[config.mk]
export PLATFORM = sky130hd
export DESIGN_NAME = fpAccel
export DESIGN_NICKNAME = d
export VERILOG_FILES = /design/src/fpPkg.sv /design/src/fpBusDecode.sv /design/src/fpExecute.sv /design/src/fpAccumulators.sv /design/src/fpAccel.sv
export SDC_FILE = /design/constraint.sdc
export NUM_CORES = 1
export LEC_CHECK = 0
export BUFFER_PORTS_ARGS = -buffer_cell sky130_fd_sc_hd__buf_4
export CAP_MARGIN = 25
export CORE_MARGIN = 4
export CORE_UTILIZATION = 61
export CTS_CLUSTER_DIAMETER = 60
export CTS_CLUSTER_SIZE = 10
export DETAILED_ROUTE_END_ITERATION = 12
export GPL_TIMING_DRIVEN = 0
export PLACE_DENSITY_LB_ADDON = 0.08
export SYNTH_ARGS = -nofsm -noshare
export SYNTH_HDL_FRONTEND = slang
export SYNTH_SLANG_ARGS = --single-unit
[constraint.sdc]
create_clock -name clk -period 8.6 [get_ports clk]
set_input_delay 0.86 -clock clk [delete_from_list [all_inputs] [get_ports clk]]
set_output_delay 0.86 -clock clk [all_outputs]
set_load 0.05 [all_outputs]
[src/fpPkg.sv]
`default_nettype none

package fpPkg;

	// ==============================
	// Widths with a meaning
	// ==============================

	// Processor bus address and data
	typedef logic [23:0] busAddr;
	typedef logic [7:0] busByte;

	// Register offset inside the device window
	typedef logic [3:0] regOffset;

	// IEEE single precision word and 16-bit signed integer
	typedef logic [31:0] fpWord;
	typedef logic signed [15:0] fixWord;

	// ==============================
	// Register map
	// ==============================

	// Device window, address bits 23..4 must match
	localparam busAddr accelBase = 24'hFEA200;

	// FAC1 bytes 0..3 and FAC2 bytes 4..7, little endian
	localparam regOffset fac1Offset = 4'd0;
	localparam regOffset fac2Offset = 4'd4;

	// Command on write, status on read
	localparam regOffset cmdOffset = 4'd15;

	// Status bit positions
	localparam int statusBusyBit = 7;
	localparam int statusOvfBit = 6;

	// Exponent bias of single precision
	localparam logic [7:0] fixBias = 8'd127;

	// ==============================
	// Commands and FSM states
	// ==============================

	typedef enum logic [7:0] {
		NEG = 8'd1,
		ABS = 8'd2,
		FIX2FLT = 8'd5,
		FLT2FIX = 8'd6,
		SWAP = 8'd17
	} fpCmd;

	typedef enum logic [1:0] {IDLE, NORM, DENORM, DONE} execState;

	// ==============================
	// Bundles
	// ==============================

	// One bus cycle as seen by the device, 34 bits
	typedef struct packed {
		logic vda;
		logic rw;
		busAddr ad;
		busByte data;
	} busReq;

	// Decoded byte write into the accumulators
	typedef struct packed {
		logic en;
		regOffset offset;
		busByte data;
	} regWrite;

	// Write-back from the execute unit
	typedef struct packed {
		logic valid;
		fpWord fac1;
		fpWord fac2;
		logic writeFac2;
		logic ovf;
	} execResult;

endpackage

`default_nettype wire

[src/fpBusDecode.sv]
`default_nettype none

module fpBusDecode import fpPkg::*; (
	input logic clk,
	input logic rst,
	input busReq bus,
	input fpWord fac1,
	input fpWord fac2,
	input busByte status,
	output regWrite wr,
	output logic cmdStrobe,
	output fpCmd cmd,
	output busByte dataOut
);

	// Address decode
	logic hit;
	regOffset offset;

	// Qualified bus cycles
	logic wrCycle;
	logic rdCycle;

	// Read path
	fpWord rdWord;
	busByte rdByte;

	// ==============================
	// Address match
	// ==============================

	// Upper 20 address bits select the device
	assign hit = (bus.ad[23:4] == accelBase[23:4]);
	assign offset = bus.ad[3:0];

	// Valid data address with direction
	assign wrCycle = bus.vda && !bus.rw && hit;
	assign rdCycle = bus.vda && bus.rw && hit;

	// ==============================
	// Write strobes
	// ==============================

	// Byte write for the eight accumulator bytes
	// Offsets 8..15 never reach the accumulators
	always_comb begin
		wr.en = wrCycle && !offset[3];
		wr.offset = offset;
		wr.data = bus.data;
	end

	// Command register write
	assign cmdStrobe = wrCycle && (offset == cmdOffset);

	// Unknown codes pass through, execute rejects them
	assign cmd = fpCmd'(bus.data);

	// ==============================
	// Read mux
	// ==============================

	// Accumulator word picked by offset bit 2
	always_comb begin
		if (offset[3:2] == fac1Offset[3:2])
			rdWord = fac1;
		else
			rdWord = fac2;
	end

	// Byte lane within the word, status at 15, holes read zero
	always_comb begin
		if (offset == cmdOffset)
			rdByte = status;
		else if (!offset[3])
			rdByte = rdWord[{offset[1:0], 3'b000} +: 8];
		else
			rdByte = '0;
	end

	// One cycle of read latency
	// Held until the next read cycle
	always_ff @(posedge clk) begin
		if (rst)
			dataOut <= '0;
		else if (rdCycle)
			dataOut <= rdByte;
	end

endmodule

`default_nettype wire

[src/fpExecute.sv]
`default_nettype none

module fpExecute import fpPkg::*; (
	input logic clk,
	input logic rst,
	input logic cmdStrobe,
	input fpCmd cmd,
	input fpWord fac1,
	input fpWord fac2,
	output logic busy,
	output busByte status,
	output execResult result
);

	// Exponent of a value whose top integer bit is bit 15
	localparam logic [7:0] fixTopExp = fixBias + 8'd15;

	// Control
	execState state;
	execState stateNext;
	logic knownCmd;
	logic accept;
	logic ovfSticky;

	// Conversion working set
	logic sign;
	logic [7:0] expCnt;
	logic [15:0] mant;

	// Result hold registers
	fpWord resFac1;
	fpWord resFac2;
	logic resWriteFac2;
	logic resOvf;

	// Operand views
	logic [15:0] fixIn;
	logic [15:0] fixMag;
	logic [7:0] fltExp;

	// Integer output of FLT2FIX
	fixWord fixOut;
	logic fixSat;

	// ==============================
	// Operand decode
	// ==============================

	assign fixIn = fac1[15:0];
	// Magnitude, -32768 gives 16'h8000 which still fits
	assign fixMag = fixIn[15] ? (~fixIn + 16'd1) : fixIn;
	assign fltExp = fac1[30:23];

	// Only the five supported codes start the unit
	assign knownCmd = cmd inside {NEG, ABS, FIX2FLT, FLT2FIX, SWAP};
	assign accept = (state == IDLE) && cmdStrobe && knownCmd;

	// Signed integer from magnitude, with range check
	// Negative side reaches 32768, positive only 32767
	always_comb begin
		fixSat = sign ? (mant > 16'h8000) : mant[15];
		if (fixSat)
			fixOut = sign ? fixWord'(16'h8000) : fixWord'(16'h7FFF);
		else if (sign)
			fixOut = fixWord'(~mant + 16'd1);
		else
			fixOut = fixWord'(mant);
	end

	// ==============================
	// FSM
	// ==============================

	always_comb begin
		stateNext = state;
		case (state)
			IDLE: begin
				if (accept) begin
					if (cmd == FIX2FLT && fixMag != 16'd0)
						stateNext = NORM;
					else if (cmd == FLT2FIX && fltExp >= fixBias && fltExp <= fixTopExp)
						stateNext = DENORM;
					else
						stateNext = DONE;
				end
			end
			// Until the leading one reaches bit 15
			NORM: if (mant[15]) stateNext = DONE;
			// Until the binary point sits below bit 0
			DENORM: if (expCnt == fixTopExp) stateNext = DONE;
			DONE: stateNext = IDLE;
			default: stateNext = IDLE;
		endcase
	end

	always_ff @(posedge clk) begin
		if (rst) begin
			state <= IDLE;
			ovfSticky <= 1'b0;
		end else begin
			state <= stateNext;
			// Cleared by a new command, latched on completion
			if (accept)
				ovfSticky <= 1'b0;
			else if (state == DONE)
				ovfSticky <= resOvf;
		end
	end

	// ==============================
	// Datapath
	// ==============================

	always_ff @(posedge clk) begin
		case (state)
			IDLE: begin
				if (accept) begin
					resWriteFac2 <= (cmd == SWAP);
					resOvf <= 1'b0;
					case (cmd)
						NEG: resFac1 <= {~fac1[31], fac1[30:0]};
						ABS: resFac1 <= {1'b0, fac1[30:0]};
						SWAP: begin
							resFac1 <= fac2;
							resFac2 <= fac1;
						end
						FIX2FLT: begin
							// Zero input leaves +0.0 here
							sign <= fixIn[15];
							mant <= fixMag;
							expCnt <= fixTopExp;
							resFac1 <= '0;
						end
						FLT2FIX: begin
							// Hidden bit on top, low 8 fraction bits drop out
							sign <= fac1[31];
							mant <= {1'b1, fac1[22:8]};
							expCnt <= fltExp;
							// Too large, infinity and NaN saturate by sign
							if (fltExp > fixTopExp) begin
								resFac1 <= {16'h0000, fac1[31] ? 16'h8000 : 16'h7FFF};
								resOvf <= 1'b1;
							end else begin
								resFac1 <= '0;
							end
						end
						default: resFac1 <= fac1;
					endcase
				end
			end
			NORM: begin
				if (mant[15]) begin
					// Leading one becomes the hidden bit
					resFac1 <= {sign, expCnt, mant[14:0], 8'h00};
				end else begin
					mant <= {mant[14:0], 1'b0};
					expCnt <= expCnt - 8'd1;
				end
			end
			DENORM: begin
				if (expCnt == fixTopExp) begin
					resFac1 <= {16'h0000, fixOut};
					resOvf <= fixSat;
				end else begin
					// Truncation toward zero
					mant <= {1'b0, mant[15:1]};
					expCnt <= expCnt + 8'd1;
				end
			end
			default: begin
			end
		endcase
	end

	// ==============================
	// Outputs
	// ==============================

	assign busy = (state != IDLE);

	always_comb begin
		status = '0;
		status[statusBusyBit] = busy;
		status[statusOvfBit] = ovfSticky;
	end

	// Write-back presented for the single DONE cycle
	always_comb begin
		result.valid = (state == DONE);
		result.fac1 = resFac1;
		result.fac2 = resFac2;
		result.writeFac2 = resWriteFac2;
		result.ovf = resOvf;
	end

endmodule

`default_nettype wire

[src/fpAccumulators.sv]
`default_nettype none

module fpAccumulators import fpPkg::*; (
	input logic clk,
	input logic rst,
	input regWrite wr,
	input logic busy,
	input execResult result,
	output fpWord fac1,
	output fpWord fac2
);

	// Bus write qualified by the busy lockout
	logic busWrEn;

	// Target word and byte lane of a bus write
	logic selFac1;
	logic [4:0] laneBase;

	// ==============================
	// Bus write decode
	// ==============================

	// Writes while a command runs are dropped
	assign busWrEn = wr.en && !busy;

	// Offset bit 2 picks the accumulator
	assign selFac1 = (wr.offset[3:2] == fac1Offset[3:2]);

	// Little endian, offset 0 is bits 7..0
	assign laneBase = {wr.offset[1:0], 3'b000};

	// ==============================
	// Storage
	// ==============================

	// Result write-back wins over the bus
	always_ff @(posedge clk) begin
		if (rst) begin
			fac1 <= '0;
			fac2 <= '0;
		end else if (result.valid) begin
			fac1 <= result.fac1;
			// Only SWAP touches FAC2
			if (result.writeFac2)
				fac2 <= result.fac2;
		end else if (busWrEn) begin
			if (selFac1)
				fac1[laneBase +: 8] <= wr.data;
			else
				fac2[laneBase +: 8] <= wr.data;
		end
	end

endmodule

`default_nettype wire

[src/fpAccel.sv]
`default_nettype none

module fpAccel import fpPkg::*; (
	input logic clk,
	input logic rst,
	input busReq bus,
	output busByte dataOut
);

	// Decode to accumulators
	regWrite wr;

	// Decode to execute
	logic cmdStrobe;
	fpCmd cmd;

	// Execute outputs
	logic busy;
	busByte status;
	execResult result;

	// Accumulator contents
	fpWord fac1;
	fpWord fac2;

	// ==============================
	// Bus side
	// ==============================

	fpBusDecode fpBusDecode_i (
		.clk(clk),
		.rst(rst),
		.bus(bus),
		.fac1(fac1),
		.fac2(fac2),
		.status(status),
		.wr(wr),
		.cmdStrobe(cmdStrobe),
		.cmd(cmd),
		.dataOut(dataOut)
	);

	// ==============================
	// Command engine
	// ==============================

	fpExecute fpExecute_i (
		.clk(clk),
		.rst(rst),
		.cmdStrobe(cmdStrobe),
		.cmd(cmd),
		.fac1(fac1),
		.fac2(fac2),
		.busy(busy),
		.status(status),
		.result(result)
	);

	// FAC1 and FAC2 storage
	fpAccumulators fpAccumulators_i (
		.clk(clk),
		.rst(rst),
		.wr(wr),
		.busy(busy),
		.result(result),
		.fac1(fac1),
		.fac2(fac2)
	);

endmodule

`default_nettype wire

# Word level (Yosys, flattened, before mapping)
# Cells that the tools add are included.
[op_classes] magnitude_cmp=4 n_addsub=5 n_bitwise=3 reduce_logical=36 shift=3 n_eq_ne=19 mux=46
[op_table] cell="32-bit two-way mux" n=11
[op_table] cell="32-bit one-hot mux with 5 select lines" n=1
[op_table] cell="16-bit two-way mux" n=9
[op_table] cell="32-bit one-hot mux with 3 select lines" n=1
[op_table] cell="32-bit bitwise mux" n=2
[op_table] cell="16-bit one-hot mux with 3 select lines" n=1
[op_table] cell="8-bit two-way mux" n=5
[op_table] cell="16-bit by 1-bit adder with 16-bit output (second input constant)" n=2
[op_table] cell="16-bit NOT" n=2
[op_table] cell="16-bit one-hot mux with 2 select lines" n=1
[op_table] cell="8-bit by 7-bit variable shift with 32-bit output (first input constant)" n=1
[op_table] cell="32-bit by 6-bit indexed part select with 8-bit output" n=1
[op_table] cell="8-bit by 7-bit indexed part select with 32-bit output" n=1
[op_table] cell="8-bit one-hot mux with 3 select lines" n=1
[op_table] cell="20-bit equality test (second input constant)" n=1
[op_table] cell="8-bit by 3-bit equality test with 1-bit output (second input constant)" n=2
[op_table] cell="16-bit > comparator (second input constant)" n=1
[op_table] cell="8-bit one-hot mux with 2 select lines" n=1
[op_table] cell="16-bit nonzero test" n=1
[op_table] cell="3-bit AND reduction" n=5
[op_table] cell="1-bit logical AND" n=12
[op_table] cell="2-bit nonzero test" n=5
[op_table] cell="8-bit by 1-bit adder with 8-bit output (second input constant)" n=1
[op_table] cell="8-bit by 1-bit equality test with 1-bit output (second input constant)" n=1
[op_table] cell="27 further kinds" n=47
[word_totals] reg_bits=166 in_bits=36 out_inout_bits=8

# Depth between registers and ports, before layout
# Gate-level depths: netlist of run 1.
[depth] ltp_word=8 depth_mapped=10

# By module
# From an unflattened synthesis of run 1, not the netlist that was laid out.
[hier_totals] cells_unflattened=1031 area_unflattened_um2=10282.4
[by_module_without_submodules] mod="fpExecute" n_inst=1 cells_per_inst=579 area_per_inst_um2=5836.8
[by_module_without_submodules] mod="fpAccumulators" n_inst=1 cells_per_inst=335 area_per_inst_um2=3339.5
[by_module_without_submodules] mod="fpBusDecode" n_inst=1 cells_per_inst=117 area_per_inst_um2=1106.1

# Worst setup path before layout of run 1
# Ideal clock, no wire load.
[synth_timing] path_type="in2reg" start="input bus[8] (netlist bit)" end="register fpExecute_i.expCnt[0], enable pin" t_required_ns=8.189 arrival_ns=3.396 cell_stages=6 setup_slack_ns=4.794 cell_sequence="ha_1 -> nand3_1 -> or4_1 -> nor4b_4 -> nand4_1 -> a21oi_1"
[synth_via] elab_chain_cells=6
[synth_lines] item="start, declared" line="fpAccel.sv:6" rtl="input busReq bus,"
[synth_lines] item="4-bit equality test" line="fpBusDecode.sv:53" rtl="assign cmdStrobe = wrCycle && (offset == cmdOffset);"
[synth_lines] item="1-bit logical AND" line="fpBusDecode.sv:53"
[synth_lines] item="1-bit logical AND (2 in a row)" line="fpExecute.sv:56" rtl="assign accept = (state == IDLE) && cmdStrobe && knownCmd;"
[synth_lines] item="2-bit by 1-bit != test with 1-bit output (no source line)"
[synth_lines] item="5-bit AND reduction (no source line)"
[synth_lines] item="end signal, assigned" line="fpExecute.sv:131" rtl="expCnt <= fixTopExp;"
[synth_lines] item="end signal, assigned" line="fpExecute.sv:138" rtl="expCnt <= fltExp;"
[synth_lines] item="end signal, assigned" line="fpExecute.sv:157" rtl="expCnt <= expCnt - 8'd1;"
[synth_lines] item="end, declared" line="fpExecute.sv:27" rtl="logic [7:0] expCnt;"
# No other way between the ends.
# A chain may end at the register's enable or synchronous reset.

# Final worst setup path of run 1
[layout_timing] start="register fpExecute_i.state[0]" end="register fpExecute_i.expCnt[3], enable pin"
[layout_via] elab_chain_cells=5 elab_cells_between_ends=11 cone_classes="6 x eq/ne; 5 x reduce/logical"
[layout_lines] item="start, declared" line="fpExecute.sv:19" rtl="execState state;"
[layout_lines] item="start signal, assigned" line="fpExecute.sv:101" rtl="state <= stateNext;"
[layout_lines] item="2-bit zero test" line="fpExecute.sv:56, fpExecute.sv:115"
[layout_lines] item="1-bit logical AND (2 in a row)" line="fpExecute.sv:56"
[layout_lines] item="2-bit by 1-bit != test with 1-bit output (no source line)"
[layout_lines] item="5-bit AND reduction (no source line) *"
# Every way passes the cells marked *; elsewhere a longest branch is shown, timed or not.

==> flow_metrics.tcl, run 1 <==
set metrics [dict create \
    rr_worst_depth 8 \
    avgSynthCellArea_um2 9.86 \
    peakVddDrop_mv 0.137 \
    hold_path.class "flop to flop" \
    post-route-min-period_ns 3.40 \
    finalPower_w 0.00169 \
    dieHeight_um 134 \
    fillers 1198 \
    mostFrequentLayoutCell "nor2_1" \
    drv_slew 0 \
    diodes 0 \
    synth_edf_count 91 \
    initial_core_util 0.630 \
    antenna_found_initial 0 \
    rrSetupSlack_ns 5.20 \
    drcViolationCount 0 \
    final_area_um2 10900 \
    worst_pin_slew_ns 0.998 \
    grt_pass1_vias 8139 \
    final_cell_mix "nor2_1, edfxtp_1, a22oi_1" \
    gp_congestion 1.01 \
    crit_type "flop to flop" \
    grt_usage 0.355 \
    grt_max_degree 36 \
    finalHoldViolCount 0 \
    synth_seq_cells 166 \
    r2r_start "fpExecute_i.state[0]$_SDFFE_PP0P_" \
    drive_gt1_frac 0.136 \
    cts_tree "done" \
    cts.clk_slew.worst_paths_ns 0.07 \
    crit_slowest_cell "a21oi_2" \
    core_area_um2 15400 \
    clk_latency_ns 0.44 \
    setup_tns_ns 0 \
    netlist_instances 983 \
    hpwlAfterDp_um 23100 \
    cts_made_buffers 17 \
    clockPowerShare 0.471 \
    dieArea_um2 18000 \
    wirelength_um 31800 \
    rsz0062_at_grt "no" \
    min_path_cells 0 \
    yosys.cell_types.count 80 \
    crit_chain "inv_1 -> ha_1 -> nor2b_1 -> nand4_1 -> nor4b_4 -> nand4_1 -> a21oi_2 -> buf_8" \
    drt_iter0_drc 1473 \
    ys_seq_area_frac 0.437 \
    hold_end "fpExecute_i.resFac2[5]$_DFFE_PP_" \
    worstPathMaxFanout 16 \
    async_flop_share 0 \
    num-nets-final 1096 \
    status "completed" \
    post_cts_resize_count 0 \
    crit_top_cell "nand4_1" \
    powerDensity_nw_per_um2 155 \
    required_ns 8.74 \
    p_leak_nw 3.80 \
    areaGrowthSynthToFinish_pct 12.5 \
    fp-row-count 45 \
    port_buffers 38 \
    clock_sinks 166 \
    p_int_w 0.00130 \
    synth_warnings 0 \
    hold_start "fpAccumulators_i.fac1[5]$_SDFFE_PP0P_" \
    slowest_delay_ns 0.52 \
    finalClockSkew_ns 0.0105 \
    vias 8923 \
    drt-pass1-iter-count 6 \
    startpoint_type "flop" \
    num_io_pins 44 \
    pwr-share-seq 0.491 \
    end_kind "flop" \
    vias_per_cell 7.04 \
    clock_path_buffers 2 \
    antenna_left 0 \
    r2r_end "fpExecute_i.expCnt[3]$_DFFE_PP_" \
    fmax_ghz 0.294 \
    grt_pass1_wl_um 48400 \
    cts_setup_buffers 0 \
    maxCapViolCount 0 \
    place_area_um2 10300 \
    pwr-share-comb 0.038 \
    routedWlPerCell_um 25.1 \
    arrival_ns 3.54 \
    synth.net_count 1036 \
    p_sw_w 0.000391 \
    synth-main-ff-cell "edfxtp_1" \
    cts_hold_buf 0 \
    die_x_um 134 \
    relSlewSlack 0.335 \
    setup_violations 0 \
    finalCritPeriodShare 0.395 \
    overflow 0 \
    htree_num_levels 4 \
    cts-root-buf "clkbuf_16" \
    netlist_area_um2 9690 \
    p_sw_frac 0.232 \
]
[how the worst max path moves through the flow]
stage / startpoint / endpoint / cells past startpoint
after CTS: fpExecute_i.state[0]$_SDFFE_PP0P_ / fpExecute_i.expCnt[3]$_DFFE_PP_ / 8
final: fpExecute_i.state[0]$_SDFFE_PP0P_ / fpExecute_i.expCnt[3]$_DFFE_PP_ / 8
after global placement: bus[5] / fpExecute_i.resFac2[6]$_DFFE_PP_ / 5
after global routing: fpExecute_i.state[0]$_SDFFE_PP0P_ / fpExecute_i.expCnt[3]$_DFFE_PP_ / 8
after floorplan: bus[8] / fpExecute_i.expCnt[0]$_DFFE_PP_ / 6
after detailed placement: bus[9] / fpExecute_i.mant[0]$_DFFE_PP_ / 8
[state kept, by name, summed over array words and instances (netlist names)]
| name | count |
|---|---|
| fpAccumulators_i.fac2 | 32 |
| fpExecute_i.resWriteFac2 | 1 |
| fpAccumulators_i.fac1 | 32 |
| fpExecute_i.resFac2 | 32 |
| fpBusDecode_i.dataOut | 8 |
| fpExecute_i.ovfSticky | 1 |
| fpExecute_i.mant | 16 |
| fpExecute_i.state | 2 |
| fpExecute_i.expCnt | 8 |
| fpExecute_i.sign | 1 |
| fpExecute_i.resFac1 | 32 |
| fpExecute_i.resOvf | 1 |
[per-stage QoR]
step / hold slack, ns / cells / util / setup WS, ns
global placement: 0.413 / 1232 / 0.666 / 3.71
global route: 0.454 / 1267 / 0.709 / 4.99
CTS: 0.422 / 1267 / 0.709 / 5.29
finish: 0.426 / 1267 / 0.709 / 5.20
floorplan: 0.403 / 983 / - / 4.79
detailed placement: 0.414 / 1235 / 0.670 / 4.92
[critical path: cells and delay by family (launching register included)]
kind,cells,cell delay [ns]
adder cells (fa/ha/maj),1,0.39
AO/OA/AOI/OAI,1,0.52
AND/OR/NAND/NOR,4,1.50
flip-flops,1,0.35
buffers and inverters,2,0.33
[synth_stat cells, drive strengths merged (9+ instances only)]
library cell / number / area (um2)
nand2: 44 / 165
nor4: 11 / 105
mux2i: 23 / 230
a22oi: 83 / 623
ha: 16 / 200
nor3b: 9 / 67.6
o21ai: 49 / 290
nor3: 22 / 115
nor2: 124 / 468
nor2b: 11 / 68.8
edfxtp: 91 / 2730
xor2: 14 / 123
clkbuf: 69 / 259
nand4: 12 / 105
dfxtp: 75 / 1500
inv: 28 / 105
o22ai: 12 / 75.1
a221oi: 13 / 114
a21oi: 42 / 210
a211oi: 67 / 503
nand3: 12 / 60.1
mux4: 15 / 338
buf: 27 / 181
[power groups by stage]
stage,Clock [W],Sequential (W),Combinational (W)
finish,0.000795,0.000827,0.0000640
detailed placement,0,0.000845,0.0000620
CTS,0.000794,0.000827,0.0000625
global placement,0,0.000845,0.0000614
global route,0.000828,0.000827,0.0000675
floorplan,0,0.000845,0.0000345
[layer usage]
layer | GRT usage | up-vias | share of wire
met2 | 0.531 | 711 | 0.44
met1 | 0.506 | 4212 | 0.39
met4 | 0.111 | 0 | 0.031
met3 | 0.0975 | 80 | 0.14
met5 | 0 | - | 0
li1 | - | 3920 | -
[cell type report]
type                            instances  area (um2)  area share
Buffer                                 96         440      0.0404
Clock buffer                           19         443      0.0406
Clock inverter                         13         158      0.0145
Inverter                               28         105     0.00964
Multi-Input combinational cell        693        4920       0.452
Sequential cell                       166        4230       0.388
Tap cell                              211         264      0.0242
Timing Repair Buffer                   41         333      0.0305
[logic make-up (layout without fill, tap and decap cells)]
family,count (synthesis),after routing,synth area share
and+or+nand+nor,287,287,0.155
AOI/OAI and AO/OA,330,330,0.251
buffers and inverters,124,197,0.0563
xor gates and xnor gates,20,20,0.0181
DFF,166,166,0.437
muxes,39,39,0.0598
adders and majority gates,17,17,0.0227
Note: power is estimated with default switching activity, not from simulation.
==> run 2, diff against run 1 <==
==> constraint.sdc (replaced) <==
create_clock -name clk -period 3.3 [get_ports clk]
set_input_delay 0.33 -clock clk [delete_from_list [all_inputs] [get_ports clk]]
set_output_delay 0.33 -clock clk [all_outputs]
set_load 0.05 [all_outputs]
==> run 2 against run 1 <==
  * Count of clock-buffer cells in the layout decreased by 2
  * Flip-flop and latch count unchanged
  * Maximum frequency increased by 6.0%
  * Sequential power increased to 2.6 times the previous value
  * Critical path type unchanged
  * Critical endpoint is now fpExecute_i.mant[0]$_DFFE_PP_
  * Largest power group unchanged
==> flow_metrics.tcl, run 2 (synthesis gave the netlist of run 1 again) <==
set metrics [dict create \
    powerDensity_nw_per_um2 402 \
    dieArea_um2 18000 \
    gp_congestion 0.968 \
    fillers 1171 \
    place_area_um2 10300 \
    clockPowerShare 0.470 \
    cts_tree "done" \
    startpoint_type "flop" \
    drcViolationCount 0 \
    overflow 0 \
    pwr-share-comb 0.038 \
    hpwlAfterDp_um 23000 \
    antenna_left 0 \
    final_cell_mix "nor2_1, edfxtp_1, a22oi_1" \
    p_leak_nw 3.79 \
    num-nets-final 1095 \
    routedWlPerCell_um 25.4 \
    wirelength_um 32200 \
    port_buffers 38 \
    relSlewSlack 0.356 \
    grt_max_degree 36 \
    maxCapViolCount 0 \
    pwr-share-seq 0.492 \
    setup_violations 0 \
    vias 8999 \
    vias_per_cell 7.11 \
    rsz0062_at_grt "no" \
    p_sw_w 0.00108 \
    post_cts_resize_count 0 \
    num_io_pins 44 \
    crit_type "flop to flop" \
    cts_made_buffers 17 \
    stdcell_count 1266 \
    crit_top_cell "nand4_1" \
    end_kind "flop" \
    p_sw_frac 0.247 \
    fmax_ghz 0.312 \
    crit_slowest_cell "nor4b_4" \
    hold-worst-slack_ns 0.423 \
    drt-pass1-iter-count 6 \
    drv_slew 0 \
    htree_num_levels 4 \
    clock_sinks 166 \
    antenna_found_initial 0 \
    crit_chain "inv_1 -> ha_1 -> nor2b_2 -> nand4_1 -> nor4b_4 -> nand4_1 -> a21oi_4 -> buf_16" \
    cts-root-buf "clkbuf_16" \
    clock_path_buffers 2 \
    slowest_delay_ns 0.48 \
    register_area_um2 4230 \
    worstPathMaxFanout 16 \
    fp-row-count 45 \
    grt_pass1_wl_um 49200 \
    finalClockSkew_ns 0.0136 \
    die_x_um 134 \
    core_area_um2 15400 \
    arrival_ns 3.36 \
    cts_setup_buffers 0 \
    areaGrowthSynthToFinish_pct 12.6 \
    cts_hold_buf 0 \
    drive_gt1_frac 0.137 \
    grt_pass1_vias 8275 \
    status "completed" \
    worst-path-buf-inv 2 \
    peakVddDrop_mv 0.372 \
    drt_iter0_drc 1571 \
    setup_tns_ns 0 \
    multi_input_comb_area_um2 4940 \
    p_int_w 0.00330 \
    clk_latency_ns 0.45 \
    post-route-util 0.710 \
    post-route-min-period_ns 3.21 \
    finalHoldViolCount 0 \
    cts.clk_slew.worst_paths_ns 0.08 \
    dieHeight_um 134 \
    finalCritPeriodShare 0.972 \
    required_ns 3.45 \
    worst_pin_slew_ns 0.964 \
    initial_core_util 0.630 \
    grt_usage 0.360 \
    mostFrequentLayoutCell "nor2_1" \
    critical-path-top-delay-family "simple AND/OR/NAND/NOR gates" \
    dp.cells 1234 \
    hold_path.class "input port to flop" \
    final_area_um2 10900 \
    diodes 0 \
]
[run 2: cell count changes in the layout (fill, tap and decap cells not counted), sizes merged]
cell,change
buf,-1
bufinv,-1
clkbuf,-2
clkinv,+4
inv,-1
[run 2: path summary, 6_finish.rpt]
kind                                      endpoint                             startpoint  slack [ns]  cells past startpoint
min          fpBusDecode_i.dataOut[7]$_SDFFE_PP0P_                                bus[11]        0.42                      5
max                  fpExecute_i.mant[0]$_DFFE_PP_      fpExecute_i.state[1]$_SDFFE_PP0P_        0.09                      8
min reg2reg       fpExecute_i.resFac2[1]$_DFFE_PP_  fpAccumulators_i.fac1[1]$_SDFFE_PP0P_        0.44                      0
max reg2reg          fpExecute_i.mant[0]$_DFFE_PP_      fpExecute_i.state[1]$_SDFFE_PP0P_        0.09                      8
[run 2: layout make-up]
cell class / instances / area share
buffer: 96 / 0.0404
clock buffer: 17 / 0.0390
clock inverter: 15 / 0.0169
inverter: 28 / 0.00963
multi-input combinational: 693 / 0.453
sequential: 166 / 0.388
tap: 211 / 0.0242
timing repair buffer: 40 / 0.0291
[run 2: worst min-delay path, cell delays in order]
cell,delay (ns)
buf_4,0.13
nand3_1,0.10
o22ai_1,0.09
mux2i_1,0.12
nor2_1,0.05
[run 2: power by group through the flow]
stage | clock, W | combinational, W | sequential, W
5_1_grt | 0.00214 | 0.000178 | 0.00215
3_3_place_gp | 0 | 0.000160 | 0.00220
3_5_place_dp | 0 | 0.000161 | 0.00220
6_report | 0.00206 | 0.000169 | 0.00215
2_1_floorplan | 0 | 0.0000899 | 0.00220
4_1_cts | 0.00205 | 0.000163 | 0.00215
[run 2: per-layer routing]
layer / up-vias / global-route usage / share of wire
met3: 114 / 0.0885 / 0.14
met5: - / 0 / 0
met1: 4310 / 0.510 / 0.38
li1: 3916 / - / -
met4: 0 / 0.162 / 0.047
met2: 659 / 0.524 / 0.43
[run 2: through the flow]
stage | setup slack, ns | total power [W]
global placement | -0.992 | 0.00236
global route | 0.00283 | 0.00448
detailed placement | 0.0435 | 0.00236
finish | 0.0921 | 0.00438
CTS | 0.0123 | 0.00437
floorplan | 0.188 | 0.00229
==> run 3, diff against run 2 <==
--- a/config.mk
+++ b/config.mk
@@ -5,9 +5,10 @@
 export SDC_FILE = /design/constraint.sdc
 export NUM_CORES = 1
 export LEC_CHECK = 0
+export ABC_AREA = 1
 export BUFFER_PORTS_ARGS = -buffer_cell sky130_fd_sc_hd__buf_4
 export CAP_MARGIN = 25
-export CORE_MARGIN = 4
+export CORE_MARGIN = 2
 export CORE_UTILIZATION = 61
 export CTS_CLUSTER_DIAMETER = 60
 export CTS_CLUSTER_SIZE = 10
==> run 3 against run 2 <==
  * Non-clock buffer count fell by 21
  * Clock power is 7% lower
  * Power down 1.7%
  * Synthesized cell count is 34% higher
  * Critical path type unchanged
  * Critical endpoint is now fpExecute_i.expCnt[7]$_DFFE_PP_
  * Largest cell class unchanged
  * Largest power group unchanged
==> flow_metrics.tcl, run 3 <==
set metrics [dict create \
    antenna_found_initial 0 \
    drcViolationCount 0 \
    powerDensity_nw_per_um2 386 \
    rrSetupSlack_ns 0.49 \
    finalCritPeriodShare 0.852 \
    hold_path.class "input port to flop" \
    synth_warnings 0 \
    p_int_w 0.00326 \
    netlist_area_um2 9960 \
    cts_hold_buf 0 \
    multi_input_comb_area_um2 4890 \
    port_buffers 43 \
    synth-main-ff-cell "edfxtp_1" \
    finalHoldViolCount 0 \
    post-route-min-period_ns 2.81 \
    avgSynthCellArea_um2 7.58 \
    post_cts_resize_count 0 \
    maxCapViolCount 0 \
    clk_latency_ns 0.44 \
    wirelength_um 34700 \
    synth.net_count 1368 \
    yosysMostFrequentCell "nand2_1" \
    cts-root-buf "clkbuf_16" \
    r2r_end "fpExecute_i.expCnt[7]$_DFFE_PP_" \
    cts_setup_buffers 0 \
    finalClockSkew_ns 0.00942 \
    dp.cells 1576 \
    pwr-share-seq 0.500 \
    routedWlPerCell_um 21.6 \
    synth_area_leaders "edfxtp_1, dfxtp_1, nand2_1" \
    dieArea_um2 17400 \
    drt-pass1-iter-count 5 \
    num-nets-final 1432 \
    setup_violations 0 \
    yosysTopAreaCell "edfxtp_1" \
    drt_iter0_drc 1689 \
    overflow 0 \
    synth_edf_count 91 \
    synth_seq_cells 166 \
    clock_sinks 166 \
    status "completed" \
    relSlewSlack 0.400 \
    cts_tree "done" \
    final_cell_mix "nand2_1, a21oi_1, o21ai_0" \
    stdcell_count 1608 \
    synthTopCellsByCount "nand2_1, a21oi_1, nor2_1, o21ai_0, inv_1" \
    final_area_um2 11200 \
    yosysTopAreaCellShare 0.274 \
    required_ns 3.50 \
    dieHeight_um 132 \
    cts.clk_slew.worst_paths_ns 0.07 \
    fillers 1362 \
    clock_path_buffers 2 \
    hold_start "rst" \
    cts_made_buffers 17 \
    ys_seq_area_frac 0.425 \
    finalPower_w 0.00431 \
    grt_pass1_wl_um 53000 \
    async_flop_share 0 \
    grt_usage 0.403 \
    arrival_ns 3.01 \
    hpwlAfterDp_um 26900 \
    vias_per_cell 6.32 \
    areaGrowthSynthToFinish_pct 12.2 \
    end_kind "flop" \
    grt_pass1_vias 9060 \
    mostFrequentLayoutCell "nand2_1" \
    crit_type "flop to flop" \
    startpoint_type "flop" \
    worst_pin_slew_ns 0.898 \
    worstPathMaxFanout 9 \
    num_io_pins 44 \
    diodes 0 \
    register_area_um2 4230 \
    peakVddDrop_mv 0.469 \
    min_path_cells 2 \
    initial_core_util 0.625 \
    drv_slew 0 \
    rsz0062_at_grt "no" \
    hold_end "fpAccumulators_i.fac1[23]$_SDFFE_PP0P_" \
    die_x_um 132 \
    clockPowerShare 0.444 \
    p_leak_nw 4.41 \
    antenna_left 0 \
    fp-row-count 46 \
    fmax_ghz 0.356 \
    place_area_um2 10600 \
    rr_worst_depth 17 \
    p_sw_frac 0.244 \
    r2r_start "fpExecute_i.state[0]$_SDFFE_PP0P_" \
    pwr-share-comb 0.056 \
    yosys.cell_types.count 52 \
    drive_gt1_frac 0.113 \
    vias 10159 \
    p_sw_w 0.00105 \
    netlist_instances 1315 \
    gp_congestion 1.01 \
    core_area_um2 15900 \
    htree_num_levels 4 \
    grt_max_degree 33 \
]
==> run 3: kinds of logic after synthesis <==
logic type	synth area share
AO/OA/AOI/OAI	0.201
XOR/XNOR	0.00791
flip-flops	0.425
buffers and inverters	0.0869
adder cells (fa/ha/maj)	0.0221
AND/OR/NAND/NOR	0.258
==> run 3: stage by stage <==
| stage | hold WS [ns] | worst slack (ns) | TNS, ns | util |
|---|---|---|---|---|
| 2_1_floorplan | 0.399 | 0.398 | 0 | - |
| 3_3_place_gp | 0.458 | -0.491 | -29.52 | 0.663 |
| 3_5_place_dp | 0.467 | 0.499 | 0 | 0.667 |
| 4_1_cts | 0.0811 | 0.481 | 0 | 0.701 |
| 5_1_grt | 0.0820 | 0.227 | 0 | 0.701 |
| 6_report | 0.0826 | 0.487 | 0 | 0.701 |
==> run 3: power by group through the flow <==
stage | combinational, W | clock (W) | sequential (W)
6_report | 0.000240 | 0.00191 | 0.00216
5_1_grt | 0.000257 | 0.00197 | 0.00215
4_1_cts | 0.000231 | 0.00189 | 0.00216
3_5_place_dp | 0.000229 | 0 | 0.00220
3_3_place_gp | 0.000228 | 0 | 0.00220
2_1_floorplan | 0.000130 | 0 | 0.00220
==> run 3: layout make-up <==
cell class	count	area share
sequential	166	0.379
inverter	139	0.0467
clock inverter	10	0.00627
multi-input combinational	940	0.438
timing repair buffer	45	0.0331
clock buffer	22	0.0425
buffer	70	0.0308
tap	216	0.0242
==> run 3: how the worst max path moves through the flow <==
stage	start	to	slack, ns	depth (start not counted)
finish	fpExecute_i.state[0]$_SDFFE_PP0P_	fpExecute_i.expCnt[7]$_DFFE_PP_	0.49	17
global route	fpExecute_i.state[0]$_SDFFE_PP0P_	fpExecute_i.expCnt[7]$_DFFE_PP_	0.23	18
CTS	fpExecute_i.state[0]$_SDFFE_PP0P_	fpExecute_i.expCnt[7]$_DFFE_PP_	0.48	17
detailed placement	fpExecute_i.state[0]$_SDFFE_PP0P_	fpExecute_i.expCnt[7]$_DFFE_PP_	0.50	17
global placement	bus[3]	fpExecute_i.resFac2[12]$_DFFE_PP_	-0.49	9
floorplan	bus[3]	fpExecute_i.resFac2[0]$_DFFE_PP_	0.40	8
==> run 3: per-layer routing <==
metal	GRT usage	part of all wire	wire [um]	up-vias
met4	0.150	0.039	1370	0
met5	0	0	0	-
met2	0.586	0.42	14400	804
li1	-	-	-	4662
met1	0.582	0.39	13600	4595
met3	0.104	0.15	5280	98
==> run 3: worst max-delay path, cell delays in order, from the launching register on <==
cell and delay (ns):
dfxtp_1 0.34, inv_1 0.09, ha_1 0.15, clkbuf_1 0.30
inv_1 0.26, ha_1 0.41, nand3_1 0.09, nand2_1 0.08
nand2_1 0.07, nand2_1 0.07, a21oi_1 0.07, or2_2 0.28
nand2_1 0.07, nand2_1 0.06, nand3b_1 0.08, nand2_1 0.05
nand2_1 0.05, nand2_1 0.05
